### src/dvi_pkg.sv
package dvi_pkg;

	// ----------------------------------------
	// Raster, 640x480p60 from CEA-861

	localparam int W_COORD  = 11;
	localparam int W_COLOUR = 8;
	localparam int W_SYMBOL = 10;
	localparam int N_LANES  = 3;

	localparam logic [W_COORD-1:0] H_ACTIVE = 11'd640;
	localparam logic [W_COORD-1:0] H_FRONT  = 11'd16;
	localparam logic [W_COORD-1:0] H_SYNC   = 11'd96;
	localparam logic [W_COORD-1:0] H_BACK   = 11'd48;
	localparam logic [W_COORD-1:0] H_TOTAL  = H_ACTIVE + H_FRONT + H_SYNC + H_BACK; // 800

	localparam logic [W_COORD-1:0] V_ACTIVE = 11'd480;
	localparam logic [W_COORD-1:0] V_FRONT  = 11'd10;
	localparam logic [W_COORD-1:0] V_SYNC   = 11'd2;
	localparam logic [W_COORD-1:0] V_BACK   = 11'd33;
	localparam logic [W_COORD-1:0] V_TOTAL  = V_ACTIVE + V_FRONT + V_SYNC + V_BACK; // 525

	localparam logic SYNC_ACTIVE_LEVEL = 1'b0; // Both syncs negative

	localparam int PATTERN_SHIFT = 2;

	// Lane order on the link
	localparam int LANE_B = 0;
	localparam int LANE_G = 1;
	localparam int LANE_R = 2;

	// ----------------------------------------
	// TMDS coding

	// Indexed by {c1, c0}
	localparam logic [W_SYMBOL-1:0] TMDS_CTRL_00 = 10'b1101010100;
	localparam logic [W_SYMBOL-1:0] TMDS_CTRL_01 = 10'b0010101011;
	localparam logic [W_SYMBOL-1:0] TMDS_CTRL_10 = 10'b0101010100;
	localparam logic [W_SYMBOL-1:0] TMDS_CTRL_11 = 10'b1010101011;

	localparam int W_DISP     = 6;  // Signed running disparity
	localparam int DISP_LIMIT = 10;

	localparam int SKID_DEPTH = 2;

	// ----------------------------------------
	// Types

	typedef struct packed {
		logic                de;
		logic [1:0]          ctrl; // c1, c0
		logic [W_COLOUR-1:0] data;
	} tmds_lane_t;

	typedef struct packed {
		tmds_lane_t [N_LANES-1:0] lane; // 2 red, 1 green, 0 blue
	} pixel_t;

	typedef struct packed {
		logic [N_LANES-1:0][W_SYMBOL-1:0] sym; // Lane 2 in the top field
	} symbol_word_t;

	typedef enum logic [1:0] {
		ACTIVE,
		FRONT,
		SYNC,
		BACK
	} raster_region_e;

	typedef enum logic {
		CTRL,
		DATA
	} tmds_mode_e;

endpackage

### src/video_timing_gen.sv
`timescale 1ns/1ns

module video_timing_gen import dvi_pkg::*; (
	input  logic   i_clk_dvi_pix,
	input  logic   i_rst_n_dvi_pix,
	input  logic   i_ready,
	output pixel_t o_pixel,
	output logic   o_valid
);

// Active first, then front porch, sync, back porch
function automatic raster_region_e classify(
	input logic [W_COORD-1:0] pos,
	input logic [W_COORD-1:0] active,
	input logic [W_COORD-1:0] front,
	input logic [W_COORD-1:0] sync
);
	raster_region_e region;
	if (pos < active)
		region = ACTIVE;
	else if (pos < active + front)
		region = FRONT;
	else if (pos < active + front + sync)
		region = SYNC;
	else
		region = BACK;
	return region;
endfunction

logic [W_COORD-1:0] h_cnt;
logic [W_COORD-1:0] v_cnt;
logic [W_COORD-1:0] frame_cnt;

raster_region_e     h_region;
raster_region_e     v_region;
logic               de;
logic               hsync;
logic               vsync;
logic [W_COORD-1:0] red_sum;
logic [W_COORD-1:0] green_sum;
pixel_t             pixel_next;

// ----------------------------------------
// Raster counters

always_ff @(posedge i_clk_dvi_pix or negedge i_rst_n_dvi_pix) begin
	if (!i_rst_n_dvi_pix) begin
		h_cnt <= '0;
		v_cnt <= '0;
		frame_cnt <= '0;
	end else if (i_ready) begin
		if (h_cnt == H_TOTAL - 1'b1) begin
			h_cnt <= '0;
			if (v_cnt == V_TOTAL - 1'b1) begin
				v_cnt <= '0;
				frame_cnt <= frame_cnt + 1'b1; // Free running, wraps
			end else begin
				v_cnt <= v_cnt + 1'b1;
			end
		end else begin
			h_cnt <= h_cnt + 1'b1;
		end
	end
end

// ----------------------------------------
// Syncs, enable and pattern

assign h_region = classify(h_cnt, H_ACTIVE, H_FRONT, H_SYNC);
assign v_region = classify(v_cnt, V_ACTIVE, V_FRONT, V_SYNC);

assign de    = (h_region == ACTIVE) && (v_region == ACTIVE);
assign hsync = (h_region == SYNC) ? SYNC_ACTIVE_LEVEL : ~SYNC_ACTIVE_LEVEL;
assign vsync = (v_region == SYNC) ? SYNC_ACTIVE_LEVEL : ~SYNC_ACTIVE_LEVEL;

assign red_sum   = h_cnt + frame_cnt;
assign green_sum = v_cnt + frame_cnt;

always_comb begin
	pixel_next = '0;
	pixel_next.lane[LANE_B].ctrl = {vsync, hsync}; // Only blue carries syncs
	pixel_next.lane[LANE_B].de = de;
	pixel_next.lane[LANE_G].de = de;
	pixel_next.lane[LANE_R].de = de;
	if (de) begin
		pixel_next.lane[LANE_R].data = W_COLOUR'(red_sum << PATTERN_SHIFT);
		pixel_next.lane[LANE_G].data = W_COLOUR'(green_sum << PATTERN_SHIFT);
		pixel_next.lane[LANE_B].data = W_COLOUR'(frame_cnt);
	end
end

// ----------------------------------------
// Output register

always_ff @(posedge i_clk_dvi_pix or negedge i_rst_n_dvi_pix) begin
	if (!i_rst_n_dvi_pix)
		o_valid <= 1'b0;
	else if (i_ready)
		o_valid <= 1'b1; // Every raster position makes a word
end

always_ff @(posedge i_clk_dvi_pix) begin
	if (i_ready)
		o_pixel <= pixel_next;
end

// Counter never leaves the line, even across stalls
a_h_in_range: assert property (
	@(posedge i_clk_dvi_pix) disable iff (!i_rst_n_dvi_pix)
	h_cnt < H_TOTAL
) else $error("h_cnt out of range: %0d", h_cnt);

endmodule

### src/tmds_encoder.sv
`timescale 1ns/1ns

module tmds_encoder import dvi_pkg::*; (
	input  logic                i_clk_dvi_pix,
	input  logic                i_rst_n_dvi_pix,
	input  logic                i_en,
	input  tmds_lane_t          i_lane,
	input  logic                i_valid,
	output logic [W_SYMBOL-1:0] o_symbol,
	output logic                o_valid
);

tmds_mode_e               mode;
logic [3:0]               n1_data;
logic                     use_xnor;
logic [W_COLOUR:0]        q_m;     // Bit 8 flags XOR
logic [3:0]               n1_qm;
logic signed [W_DISP-1:0] balance; // Ones minus zeros of q_m[7:0]
logic signed [W_DISP-1:0] qm8_x2;
logic signed [W_DISP-1:0] nqm8_x2;
logic signed [W_DISP-1:0] disp;
logic signed [W_DISP-1:0] disp_next;
logic [W_SYMBOL-1:0]      symbol_next;

assign mode = i_lane.de ? DATA : CTRL;

// ----------------------------------------
// Transition minimisation

assign n1_data  = 4'($countones(i_lane.data));
assign use_xnor = (n1_data > 4'd4) || ((n1_data == 4'd4) && !i_lane.data[0]);

always_comb begin
	q_m[0] = i_lane.data[0];
	for (int i = 1; i < W_COLOUR; i++)
		q_m[i] = use_xnor ? ~(q_m[i-1] ^ i_lane.data[i]) : (q_m[i-1] ^ i_lane.data[i]);
	q_m[W_COLOUR] = ~use_xnor;
end

assign n1_qm   = 4'($countones(q_m[W_COLOUR-1:0]));
assign balance = $signed({1'b0, n1_qm, 1'b0}) - 6'sd8;
assign qm8_x2  = $signed({{(W_DISP-2){1'b0}}, q_m[8], 1'b0});
assign nqm8_x2 = $signed({{(W_DISP-2){1'b0}}, ~q_m[8], 1'b0});

// ----------------------------------------
// DC balance and control symbols

always_comb begin
	symbol_next = '0;
	disp_next = disp;
	case (mode)
		CTRL: begin
			disp_next = '0; // Blanking restarts the balance
			case (i_lane.ctrl)
				2'b00: symbol_next = TMDS_CTRL_00;
				2'b01: symbol_next = TMDS_CTRL_01;
				2'b10: symbol_next = TMDS_CTRL_10;
				default: symbol_next = TMDS_CTRL_11;
			endcase
		end
		DATA: begin
			if (disp == 0 || balance == 0) begin
				symbol_next = {~q_m[8], q_m[8], q_m[8] ? q_m[7:0] : ~q_m[7:0]};
				disp_next = q_m[8] ? disp + balance : disp - balance;
			end else if ((disp > 0) == (balance > 0)) begin
				// Same sign, invert to pull back toward zero
				symbol_next = {1'b1, q_m[8], ~q_m[7:0]};
				disp_next = disp + qm8_x2 - balance;
			end else begin
				symbol_next = {1'b0, q_m[8], q_m[7:0]};
				disp_next = disp - nqm8_x2 + balance;
			end
		end
		default: begin
			symbol_next = TMDS_CTRL_00;
		end
	endcase
end

// ----------------------------------------
// Pipeline register

always_ff @(posedge i_clk_dvi_pix or negedge i_rst_n_dvi_pix) begin
	if (!i_rst_n_dvi_pix) begin
		o_valid <= 1'b0;
		disp <= '0;
	end else if (i_en) begin
		o_valid <= i_valid;
		if (i_valid)
			disp <= disp_next;
	end
end

always_ff @(posedge i_clk_dvi_pix) begin
	if (i_en && i_valid)
		o_symbol <= symbol_next;
end

// Balance must stay bounded over any run of data symbols
a_disp_bounded: assert property (
	@(posedge i_clk_dvi_pix) disable iff (!i_rst_n_dvi_pix)
	i_en && i_valid |=> (disp <= DISP_LIMIT) && (disp >= -DISP_LIMIT)
) else $error("Running disparity out of range: %0d", disp);

endmodule

### src/tmds_link_out.sv
`timescale 1ns/1ns

module tmds_link_out import dvi_pkg::*; (
	input  logic         i_clk_dvi_pix,
	input  logic         i_rst_n_dvi_pix,
	input  symbol_word_t i_symbols,
	input  logic         i_valid,
	output logic         o_stage_ready,
	output symbol_word_t o_symbols,
	output logic         o_valid,
	input  logic         i_ready
);

symbol_word_t                    entry [SKID_DEPTH];
logic [$clog2(SKID_DEPTH)-1:0]   rd_ptr;
logic [$clog2(SKID_DEPTH)-1:0]   wr_ptr;
logic [$clog2(SKID_DEPTH+1)-1:0] count;
logic                            bypass;
logic                            push;
logic                            pop;

// Upstream only looks at our fill level and never at i_ready
assign o_stage_ready = (count < SKID_DEPTH);

// ----------------------------------------
// Output side

assign bypass    = (count == '0); // When empty the encoder word goes straight out
assign o_valid   = !bypass || i_valid;
assign o_symbols = bypass ? i_symbols : entry[rd_ptr];

assign pop  = !bypass && i_ready;
assign push = i_valid && o_stage_ready && !(bypass && i_ready);

// ----------------------------------------
// Entry storage

always_ff @(posedge i_clk_dvi_pix or negedge i_rst_n_dvi_pix) begin
	if (!i_rst_n_dvi_pix) begin
		rd_ptr <= '0;
		wr_ptr <= '0;
		count <= '0;
	end else begin
		if (push)
			wr_ptr <= wr_ptr + 1'b1;
		if (pop)
			rd_ptr <= rd_ptr + 1'b1;
		count <= count + ($bits(count))'(push) - ($bits(count))'(pop);
	end
end

always_ff @(posedge i_clk_dvi_pix) begin
	if (push)
		entry[wr_ptr] <= i_symbols;
end

// Held word may not change even across the move from bypass into the buffer
a_hold_stable: assert property (
	@(posedge i_clk_dvi_pix) disable iff (!i_rst_n_dvi_pix)
	o_valid && !i_ready |=> o_valid && $stable(o_symbols)
) else $error("o_symbols changed while stalled");

endmodule

### src/dvi_tx_top.sv
`timescale 1ns/1ns

module dvi_tx_top import dvi_pkg::*; (
	input  logic         clk_dvi_pix,
	input  logic         rst_n_dvi_pix,
	input  logic         i_ready,
	output symbol_word_t o_symbols,
	output logic         o_valid
);

pixel_t             pixel;
logic               pixel_valid;
logic               stage_ready;   // From the skid buffer to every stage
symbol_word_t       enc_word;
logic [N_LANES-1:0] lane_valid;

// ----------------------------------------
// Timing and pattern

video_timing_gen i_video_timing_gen (
	.i_clk_dvi_pix   (clk_dvi_pix),
	.i_rst_n_dvi_pix (rst_n_dvi_pix),
	.i_ready         (stage_ready),
	.o_pixel         (pixel),
	.o_valid         (pixel_valid)
);

// ----------------------------------------
// One encoder per colour lane

for (genvar lane = 0; lane < N_LANES; lane++) begin : g_lane
	tmds_encoder i_tmds_encoder (
		.i_clk_dvi_pix   (clk_dvi_pix),
		.i_rst_n_dvi_pix (rst_n_dvi_pix),
		.i_en            (stage_ready),
		.i_lane          (pixel.lane[lane]),
		.i_valid         (pixel_valid),
		.o_symbol        (enc_word.sym[lane]),
		.o_valid         (lane_valid[lane])
	);
end

// Lanes share one enable, so lane 0 speaks for all
tmds_link_out i_tmds_link_out (
	.i_clk_dvi_pix   (clk_dvi_pix),
	.i_rst_n_dvi_pix (rst_n_dvi_pix),
	.i_symbols       (enc_word),
	.i_valid         (lane_valid[LANE_B]),
	.o_stage_ready   (stage_ready),
	.o_symbols       (o_symbols),
	.o_valid         (o_valid),
	.i_ready         (i_ready)
);

endmodule

### config.mk
export PLATFORM = sky130hd
export DESIGN_NAME = dvi_tx_top
export DESIGN_NICKNAME = d
export VERILOG_FILES = /design/src/dvi_pkg.sv /design/src/video_timing_gen.sv /design/src/tmds_encoder.sv /design/src/tmds_link_out.sv /design/src/dvi_tx_top.sv
export SDC_FILE = /design/constraint.sdc
export NUM_CORES = 1
export LEC_CHECK = 0
export BUFFER_PORTS_ARGS = -buffer_cell sky130_fd_sc_hd__buf_2
export CAP_MARGIN = 15
export CORE_MARGIN = 5
export CORE_UTILIZATION = 45
export DETAILED_ROUTE_END_ITERATION = 7
export PLACE_DENSITY = 0.71
export SYNTH_ARGS = -nofsm -noshare
export SYNTH_HDL_FRONTEND = slang
export SYNTH_SLANG_ARGS = --single-unit
### constraint.sdc
create_clock -name clk_dvi_pix -period 20.1 [get_ports clk_dvi_pix]
set_input_delay 4.02 -clock clk_dvi_pix [delete_from_list [all_inputs] [get_ports clk_dvi_pix]]
set_output_delay 4.02 -clock clk_dvi_pix [all_outputs]
set_load 0.01 [all_outputs]
==> results.cfg, run 1 <==
[die]
ios = 34
start_util = 0.452
die_h_um = 166
core_um2 = 24100
die_area_um2 = 27400
die_w_um = 166
row_count = 57

[sta]
finalMaxSlewViolations = 0
fin_crit_ns = 7.90
fmax_mhz = 127
finClkSkew_ns = 0.0104
hold_viol = 0
tightest_slew_ns = 1.02
rsz0062_at_grt = false
setup_viol = 0
max_slew_margin = 0.311
finalSetupTns_ns = 0
fin_crit_sh = 0.393

[synth]
ys_warn_count = 0
syn_nets = 1155
ys_ff_latch = 164
syn_avg_cell_area_um2 = 10.7
yosys.area.top_type = edfxtp_1
synth_ff_type = edfxtp_1
ys_seq_area_frac = 0.429
synthArstFlopShare = 0.311
yosys-top-cells-area = edfxtp_1 (31%), ha_1 (12%), dfrtp_1 (12%), xnor2_1 (6.7%), fa_1 (5.7%)
synth_edf_count = 113
yosys.area.top_type_share = 0.312
synth.distinct_cells = 53
syn-instance-count = 1016
netlist_area_um2 = 10900

[worst_setup_path]
r2r_setup_slack_ns = 12.20
r2r-end = g_lane[0].i_tmds_encoder.o_symbol[7]
cp.arrival_ns = 8.09
crit_path_end_kind = flop
start_kind = flop
ff2ff_path_depth = 24
cp_slowest_cell = and2_0
slowest_delay_ns = 0.74
cp_cell_sequence = ha_1 > fa_1 > fa_1 > ha_1 > inv_1 > fa_1 > nand4bb_1 > and2_0 > xnor2_1 > nand2_1 > fa_1 > inv_1 > fa_1 > ha_1 > fa_1 > inv_1 > ha_1 > inv_1 > ha_1 > nor4b_1 > and3b_1 > xnor2_1 > xnor2_1 > a21o_1
required_ns = 20.29
cp_max_fo = 13
reg2reg_from = i_video_timing_gen.o_pixel[5]
critPathMostFrequentCell = fa_1
timing_worst_setup_path_type = reg2reg

[place]
placed_cell_area_um2 = 11400
portBuffers = 33
gp_routability_congestion = 0.844
dp_hpwl_mm = 15.0

[hold_path]
hold_path_depth = 1
worstHoldStart = i_video_timing_gen.frame_cnt[7]
hold_end = i_video_timing_gen.frame_cnt[7]
hp-class = reg2reg

[global_routing]
grt.total_usage = 0.157
grt_pass1_vias = 6998
grt_first_pass_wirelength_mm = 34.4
grt_max_degree = 62
antenna_found_initial = 0
grt_overflow = 0

[drt]
avgRoutedWirePerCell_um = 14.6
num_vias = 6983
drt-total-wl_mm = 20.2
route.top_layer_used = met4
wl_met3_um = 739
route.met2.wl_mm = 9.67
drt-initial-drc-count = 353
drcViolationCount = 0
wl_met1_mm = 9.40
ant_nets = 0
first_pass_iters = 5
via_per_inst = 5.05

[clock_network]
tritoncts = done
cts_buffers = 17
cts_max_path_buffers = 2
cts.clk_slew.worst_paths_ns = 0.07
clk_latency_ns = 0.43
post_cts_buffers = 0
clkSinkCount = 164
cts_root_buf = clkbuf_16
cts_resized = 0
h-tree-depth = 4
hold_buffers = 0

[finish]
diodes = 0
drive_gt1_frac = 0.0774
mostFrequentLayoutCells = edfxtp_1 (113), ha_1 (105), nor2_1 (104)
layout_commonest_cell = edfxtp_1
stdcell_area_um2 = 12000
syn2layout_area_growth_pct = 10.3
num-nets-final = 1186

[status]
status = complete, no violations

[job]
drv_cap = 0
## cell type report
class	instances	area (um2)
repair buffers	41	225
clock buffers	17	425
inverters	99	372
multi-input cells	724	5740
fillers	2166	12100
flip-flops and latches	164	4670
clock inverters	15	179
well taps	324	405
## cell families (layout without fill, tap and decap cells)
| group | after synthesis | count (layout) | synth area share |
|---|---|---|---|
| AND/OR/NAND/NOR | 261 | 261 | 0.115 |
| flip-flops | 164 | 164 | 0.429 |
| AO/OA/AOI/OAI | 147 | 147 | 0.0787 |
| adder cells (fa/ha/maj) | 136 | 136 | 0.178 |
| buffers and inverters | 128 | 172 | 0.0449 |
| XOR/XNOR | 127 | 127 | 0.106 |
| multiplexers | 53 | 53 | 0.0488 |
## critical path: cells and delay by family, from the launching register on
kind / cells / cell delay [ns]
adder cells (fa/ha/maj): 11 / 4.25
XOR/XNOR: 3 / 0.63
buffers and inverters: 4 / 0.30
AND/OR/NAND/NOR: 5 / 1.78
AO/OA/AOI/OAI: 1 / 0.19
flip-flops: 1 / 0.51
## worst max-delay path by stage
stage	from	endpoint	slack [ns]	cells past startpoint
CTS	i_video_timing_gen.o_pixel[5]	g_lane[0].i_tmds_encoder.o_symbol[7]	12.18	24
floorplan	i_video_timing_gen.o_pixel[5]	g_lane[0].i_tmds_encoder.o_symbol[5]	12.89	27
global route	i_video_timing_gen.o_pixel[5]	g_lane[0].i_tmds_encoder.o_symbol[7]	11.64	24
finish	i_video_timing_gen.o_pixel[5]	g_lane[0].i_tmds_encoder.o_symbol[7]	12.20	24
detailed placement	i_video_timing_gen.o_pixel[5]	g_lane[0].i_tmds_encoder.o_symbol[7]	12.19	24
global placement	i_video_timing_gen.o_pixel[5]	g_lane[0].i_tmds_encoder.o_symbol[5]	12.47	26
## stage by stage
stage | std cells | utilization | setup slack, ns | hold slack [ns]
4_1_cts | 1383 | 0.498 | 12.18 | 0.462
6_report | 1384 | 0.498 | 12.20 | 0.457
2_1_floorplan | 1016 | - | 12.89 | 0.434
3_3_place_gp | 1351 | 0.473 | 12.47 | 0.447
5_1_grt | 1384 | 0.498 | 11.64 | 0.484
3_5_place_dp | 1351 | 0.473 | 12.19 | 0.452
## sequential cells by signal, indices dropped and copies added, names as in the netlist
name / count
i_tmds_link_out.entry: 60
g_lane.i_tmds_encoder.o_symbol: 30
i_video_timing_gen.o_pixel: 23
g_lane.i_tmds_encoder.disp: 15
i_video_timing_gen.h_cnt: 11
i_video_timing_gen.v_cnt: 11
i_video_timing_gen.frame_cnt: 8
i_tmds_link_out.count: 2
g_lane.i_tmds_encoder.o_valid: 1
i_tmds_link_out.rd_ptr: 1
i_tmds_link_out.wr_ptr: 1
i_video_timing_gen.o_valid: 1
## layer usage
layer,vias up,GRT usage
met5,-,0
met4,0,0.0532
met3,23,0.0308
met2,108,0.251
met1,3305,0.214
li1,3547,-
## Yosys cell counts (all sizes together) (3+ instances only)
cell type / count
inv: 97
nor4: 14
xnor3: 3
clkbuf: 24
or3: 3
dfrtp: 51
and3: 8
xnor2: 83
o21ai: 26
fa: 31
or4: 3
o22ai: 9
a31oi: 4
nand2b: 11
a21oi: 70
and2: 18
a211o: 3
a21o: 25
buf: 5
xor2: 41
ha: 105
nand2: 57
nand4: 8
mux2i: 52
nand3: 14
nor2: 105
edfxtp: 113
nor3: 7
Power of run 1 is not shown: default switching activity piles up to over one toggle a cycle in this logic, so the estimate is an artifact.
==> run 2: changes to the inputs <==
==> constraint.sdc (replaced) <==
create_clock -name clk_dvi_pix -period 7.3 [get_ports clk_dvi_pix]
set_input_delay 1.46 -clock clk_dvi_pix [delete_from_list [all_inputs] [get_ports clk_dvi_pix]]
set_output_delay 1.46 -clock clk_dvi_pix [all_outputs]
set_load 0.01 [all_outputs]
==> results.cfg, run 2 (synthesized netlist as in run 1, its figures left out) <==
[status]
status = complete, no violations

[hold_path]
hp-class = reg2reg

[global_routing]
use_met3 = 0.0345
antenna_found_initial = 0
use_met1 = 0.205
grt_pass1_vias = 7203
grt_first_pass_wirelength_mm = 34.5
grt_max_degree = 52
grt_overflow = 0
grt.total_usage = 0.158
use_met2 = 0.269
busiest_layer = met2

[clock_network]
tritoncts = done
hold_buffers = 0
post_cts_buffers = 0
clkSinkCount = 164
h-tree-depth = 4
cts_resized = 0
cts_max_path_buffers = 2
cts.clk_slew.worst_paths_ns = 0.07
cts_root_buf = clkbuf_16
cts_buffers = 17
clk_latency_ns = 0.44

[worst_setup_path]
crit_path_end_kind = flop
cp_max_fo = 13
cp.arrival_ns = 7.15
timing_worst_setup_path_type = reg2reg
required_ns = 7.49
start_kind = flop

[die]
core_um2 = 24100
start_util = 0.452
die_area_um2 = 27400
ios = 34
die_h_um = 166
row_count = 57
die_w_um = 166

[drt]
drcViolationCount = 0
num_vias = 7073
via_per_inst = 5.09
ant_nets = 0
drt-initial-drc-count = 375
drt-total-wl_mm = 20.7
first_pass_iters = 4
avgRoutedWirePerCell_um = 14.9

[sta]
max_slew_margin = 0.0900
rsz0062_at_grt = false
fin_crit_ns = 6.95
fin_crit_sh = 0.952
finalSetupTns_ns = 0
finalMaxSlewViolations = 0
finClkSkew_ns = 0.0123
fmax_mhz = 144
setup_viol = 0
hold_ws_ns = 0.458
hold_viol = 0
fin_ws_ns = 0.348
tightest_slew_ns = 1.35

[job]
drv_cap = 0

[finish]
fill_cells = 2155
layout_commonest_cell = edfxtp_1
top_regs = i_tmds_link_out.entry x60, g_lane.i_tmds_encoder.o_symbol x30, i_video_timing_gen.o_pixel x23
drive_gt1_frac = 0.0919
syn2layout_area_growth_pct = 11.6
largest_reg_flops = 60
finish.utilization = 0.504
diodes = 0
mostFrequentLayoutCells = edfxtp_1 (113), nor2_1 (104), ha_1 (102)
regMostFlops = i_tmds_link_out.entry
num-nets-final = 1192

[place]
portBuffers = 33
dp_hpwl_mm = 15.1
gp_routability_congestion = 0.847
dp_slack_ns = 0.0306
==> run 2: changes by cell type in the layout (fill, tap and decap cells not counted), moves of 2 or more <==
| cell | change |
|---|---|
| ha_1 | -3 |
| inv_8 | -3 |
| clkinv_8 | +3 |
| xnor2_2 | +3 |
| clkinvlp_4 | -2 |
| xnor2_1 | -3 |
| ha_4 | +2 |
| buf_4 | +5 |
| inv_6 | +2 |
==> run 2: final timing paths <==
check | from | to | slack (ns) | cells after the start
hold reg to reg | i_video_timing_gen.frame_cnt[7] | i_video_timing_gen.frame_cnt[7] | 0.46 | 1
min in group asynchronous | rst_n_dvi_pix | i_tmds_link_out.wr_ptr | 1.16 | 2
max in group asynchronous | rst_n_dvi_pix | i_tmds_link_out.rd_ptr | 5.66 | 2
hold / removal | i_video_timing_gen.frame_cnt[7] | i_video_timing_gen.frame_cnt[7] | 0.46 | 1
setup / recovery | i_video_timing_gen.o_pixel[6] | g_lane[0].i_tmds_encoder.o_symbol[1] | 0.35 | 25
setup reg to reg | i_video_timing_gen.o_pixel[6] | g_lane[0].i_tmds_encoder.o_symbol[1] | 0.35 | 25
==> run 2: final cells by class <==
| class | count | area, um2 | share of cell area |
|---|---|---|---|
| multi-input cells | 724 | 5810 | 0.478 |
| clock buffers | 17 | 425 | 0.0350 |
| clock inverters | 15 | 196 | 0.0162 |
| well taps | 324 | 405 | 0.0333 |
| repair buffers | 47 | 274 | 0.0225 |
| flip-flops and latches | 164 | 4670 | 0.384 |
| inverters | 99 | 372 | 0.0306 |
==> run 2: critical path, cell delays in order (launching register included) <==
cell	delay (ns)
edfxtp_1	0.41
ha_1	0.24
fa_1	0.52
fa_1	0.56
ha_1	0.15
inv_1	0.05
fa_1	0.47
nand2_1	0.06
and2_0	0.16
buf_6	0.16
xnor2_2	0.17
nand2_1	0.11
fa_1	0.54
inv_1	0.06
fa_1	0.49
ha_1	0.22
fa_1	0.53
inv_1	0.14
ha_2	0.24
inv_1	0.12
ha_4	0.21
and3_1	0.15
or4_1	0.48
a21oi_2	0.20
xor2_1	0.09
a21o_1	0.18
==> run 2: per-layer routing <==
metal / vias to the layer above / part of all wire
met2: 93 / 0.49
met4: 0 / 0.011
met1: 3382 / 0.46
met5: - / 0
li1: 3580 / -
met3: 18 / 0.037
==> run 2: stage by stage <==
stage          cell area [um2]  std cells
2_1_floorplan            10900       1016
3_3_place_gp             11500       1358
3_5_place_dp             11500       1358
4_1_cts                  12100       1390
5_1_grt                  12200       1390
6_report                 12200       1390
Power of run 2 is left out for the same reason.
==> run 3: changes to the inputs <==
==> constraint.sdc (replaced) <==
create_clock -name clk_dvi_pix -period 6.9 [get_ports clk_dvi_pix]
set_input_delay 1.38 -clock clk_dvi_pix [delete_from_list [all_inputs] [get_ports clk_dvi_pix]]
set_output_delay 1.38 -clock clk_dvi_pix [all_outputs]
set_load 0.01 [all_outputs]
==> results.cfg, run 3 (synthesized netlist as in run 1, its figures left out) <==
[status]
status = complete, no violations

[worst_setup_path]
critPathMostFrequentCell = fa_1
slowest_delay_ns = 0.55
start_kind = flop
cp.arrival_ns = 6.82
crit_path_end_kind = flop
timing_worst_setup_path_type = reg2reg
cp_slowest_cell = fa_1
path_buf_inv = 6
ff2ff_path_depth = 26
r2r_setup_slack_ns = 0.27
required_ns = 7.09
cp_max_fo = 5
r2r-end = g_lane[0].i_tmds_encoder.o_symbol[1]
crit_family = adder cells
reg2reg_from = i_video_timing_gen.o_pixel[4]

[clock_network]
cts_buffers = 17
cts.clk_slew.worst_paths_ns = 0.07
clk_latency_ns = 0.44
h-tree-depth = 4
tritoncts = done
hold_buffers = 0
cts_max_path_buffers = 2
cts_root_buf = clkbuf_16
clkSinkCount = 164

[die]
core_um2 = 24100
die_w_um = 166
die_area_um2 = 27400
die_h_um = 166
start_util = 0.452
ios = 34
row_count = 57

[sta]
fin_crit_ns = 6.63
max_slew_margin = 0.0695
finalMaxSlewViolations = 0
finClkSkew_ns = 0.0116
setup_viol = 0
tightest_slew_ns = 1.38
fmax_mhz = 151
fin_crit_sh = 0.961
hold_viol = 0

[finish]
syn2layout_area_growth_pct = 12.0
regMostFlops = i_tmds_link_out.entry
mostFrequentLayoutCells = edfxtp_1 (113), nor2_1 (104), ha_1 (100)
drive_gt1_frac = 0.103
stdcell_area_um2 = 12200
multi_input_area_um2 = 5820
fill_cells = 2130
num-nets-final = 1201
largest_reg_flops = 60
diodes = 0
layout_commonest_cell = edfxtp_1
register_area_um2 = 4670
top_regs = i_tmds_link_out.entry x60, g_lane.i_tmds_encoder.o_symbol x30, i_video_timing_gen.o_pixel x23

[drt]
num_vias = 7078
drt-total-wl_mm = 20.4
first_pass_iters = 5
ant_nets = 0
drt-initial-drc-count = 363
via_per_inst = 5.06
drcViolationCount = 0
avgRoutedWirePerCell_um = 14.6

[hold_path]
worstHoldStart = i_video_timing_gen.frame_cnt[7]
hp-class = reg2reg
hold_end = i_video_timing_gen.frame_cnt[7]
hold_path_depth = 1

[global_routing]
grt_overflow = 0
grt_pass1_vias = 7165
grt_first_pass_wirelength_mm = 34.8
grt.total_usage = 0.158
grt_max_degree = 52
antenna_found_initial = 0

[place]
dp_hpwl_mm = 14.8
portBuffers = 33
gp_routability_congestion = 0.843
placed_cell_area_um2 = 11500

[job]
drv_cap = 0
run 3: final cells by class:
cell class	count	share of cell area
multi-input combinational	724	0.477
sequential	164	0.383
clock buffer	17	0.0349
tap	324	0.0332
inverter	99	0.0305
timing repair buffer	56	0.0277
clock inverter	15	0.0142
run 3: how the worst max path moves through the flow:
stage | cells after the start | start | slack, ns | endpoint
4_1_cts | 24 | i_video_timing_gen.o_pixel[4] | 0.03 | g_lane[0].i_tmds_encoder.o_symbol[1]
2_1_floorplan | 28 | i_video_timing_gen.o_pixel[5] | -0.002 | g_lane[0].i_tmds_encoder.o_symbol[5]
6_report | 26 | i_video_timing_gen.o_pixel[4] | 0.27 | g_lane[0].i_tmds_encoder.o_symbol[1]
3_3_place_gp | 26 | i_video_timing_gen.o_pixel[6] | 0.17 | g_lane[0].i_tmds_encoder.o_symbol[5]
5_1_grt | 26 | i_video_timing_gen.o_pixel[4] | -0.03 | g_lane[0].i_tmds_encoder.disp[3]
3_5_place_dp | 24 | i_video_timing_gen.o_pixel[4] | -0.01 | g_lane[0].i_tmds_encoder.o_symbol[1]
run 3: stage by stage:
step,setup WS (ns),utilization,setup TNS (ns),hold slack [ns],cells
floorplan,-0.00196,-,-0.00196,0.434,1016
global placement,0.171,0.478,0,0.449,1366
detailed placement,-0.0118,0.478,-0.0118,0.451,1366
CTS,0.0299,0.503,0,0.462,1398
global route,-0.0339,0.506,-0.0660,0.486,1399
finish,0.270,0.506,0,0.461,1399
run 3: routing by layer:
| layer | global-route usage | part of all wire | wire length (um) | vias to the layer above |
|---|---|---|---|---|
| met2 | 0.262 | 0.48 | 9820 | 85 |
| met4 | 0.0484 | 0.016 | 332 | 0 |
| li1 | - | - | - | 3587 |
| met5 | 0 | 0 | 0 | - |
| met1 | 0.212 | 0.47 | 9700 | 3378 |
| met3 | 0.0290 | 0.029 | 600 | 28 |
run 3: repair_timing:
item | 4_1_cts | 5_1_grt
pin swaps | 0 | 3
endpoints found under the setup margin | 4 | 13
cloned | 0 | 0
gates resized for setup | 1 | 16
setup buffers | 0 | 1
Power of run 3 is left out for the same reason.
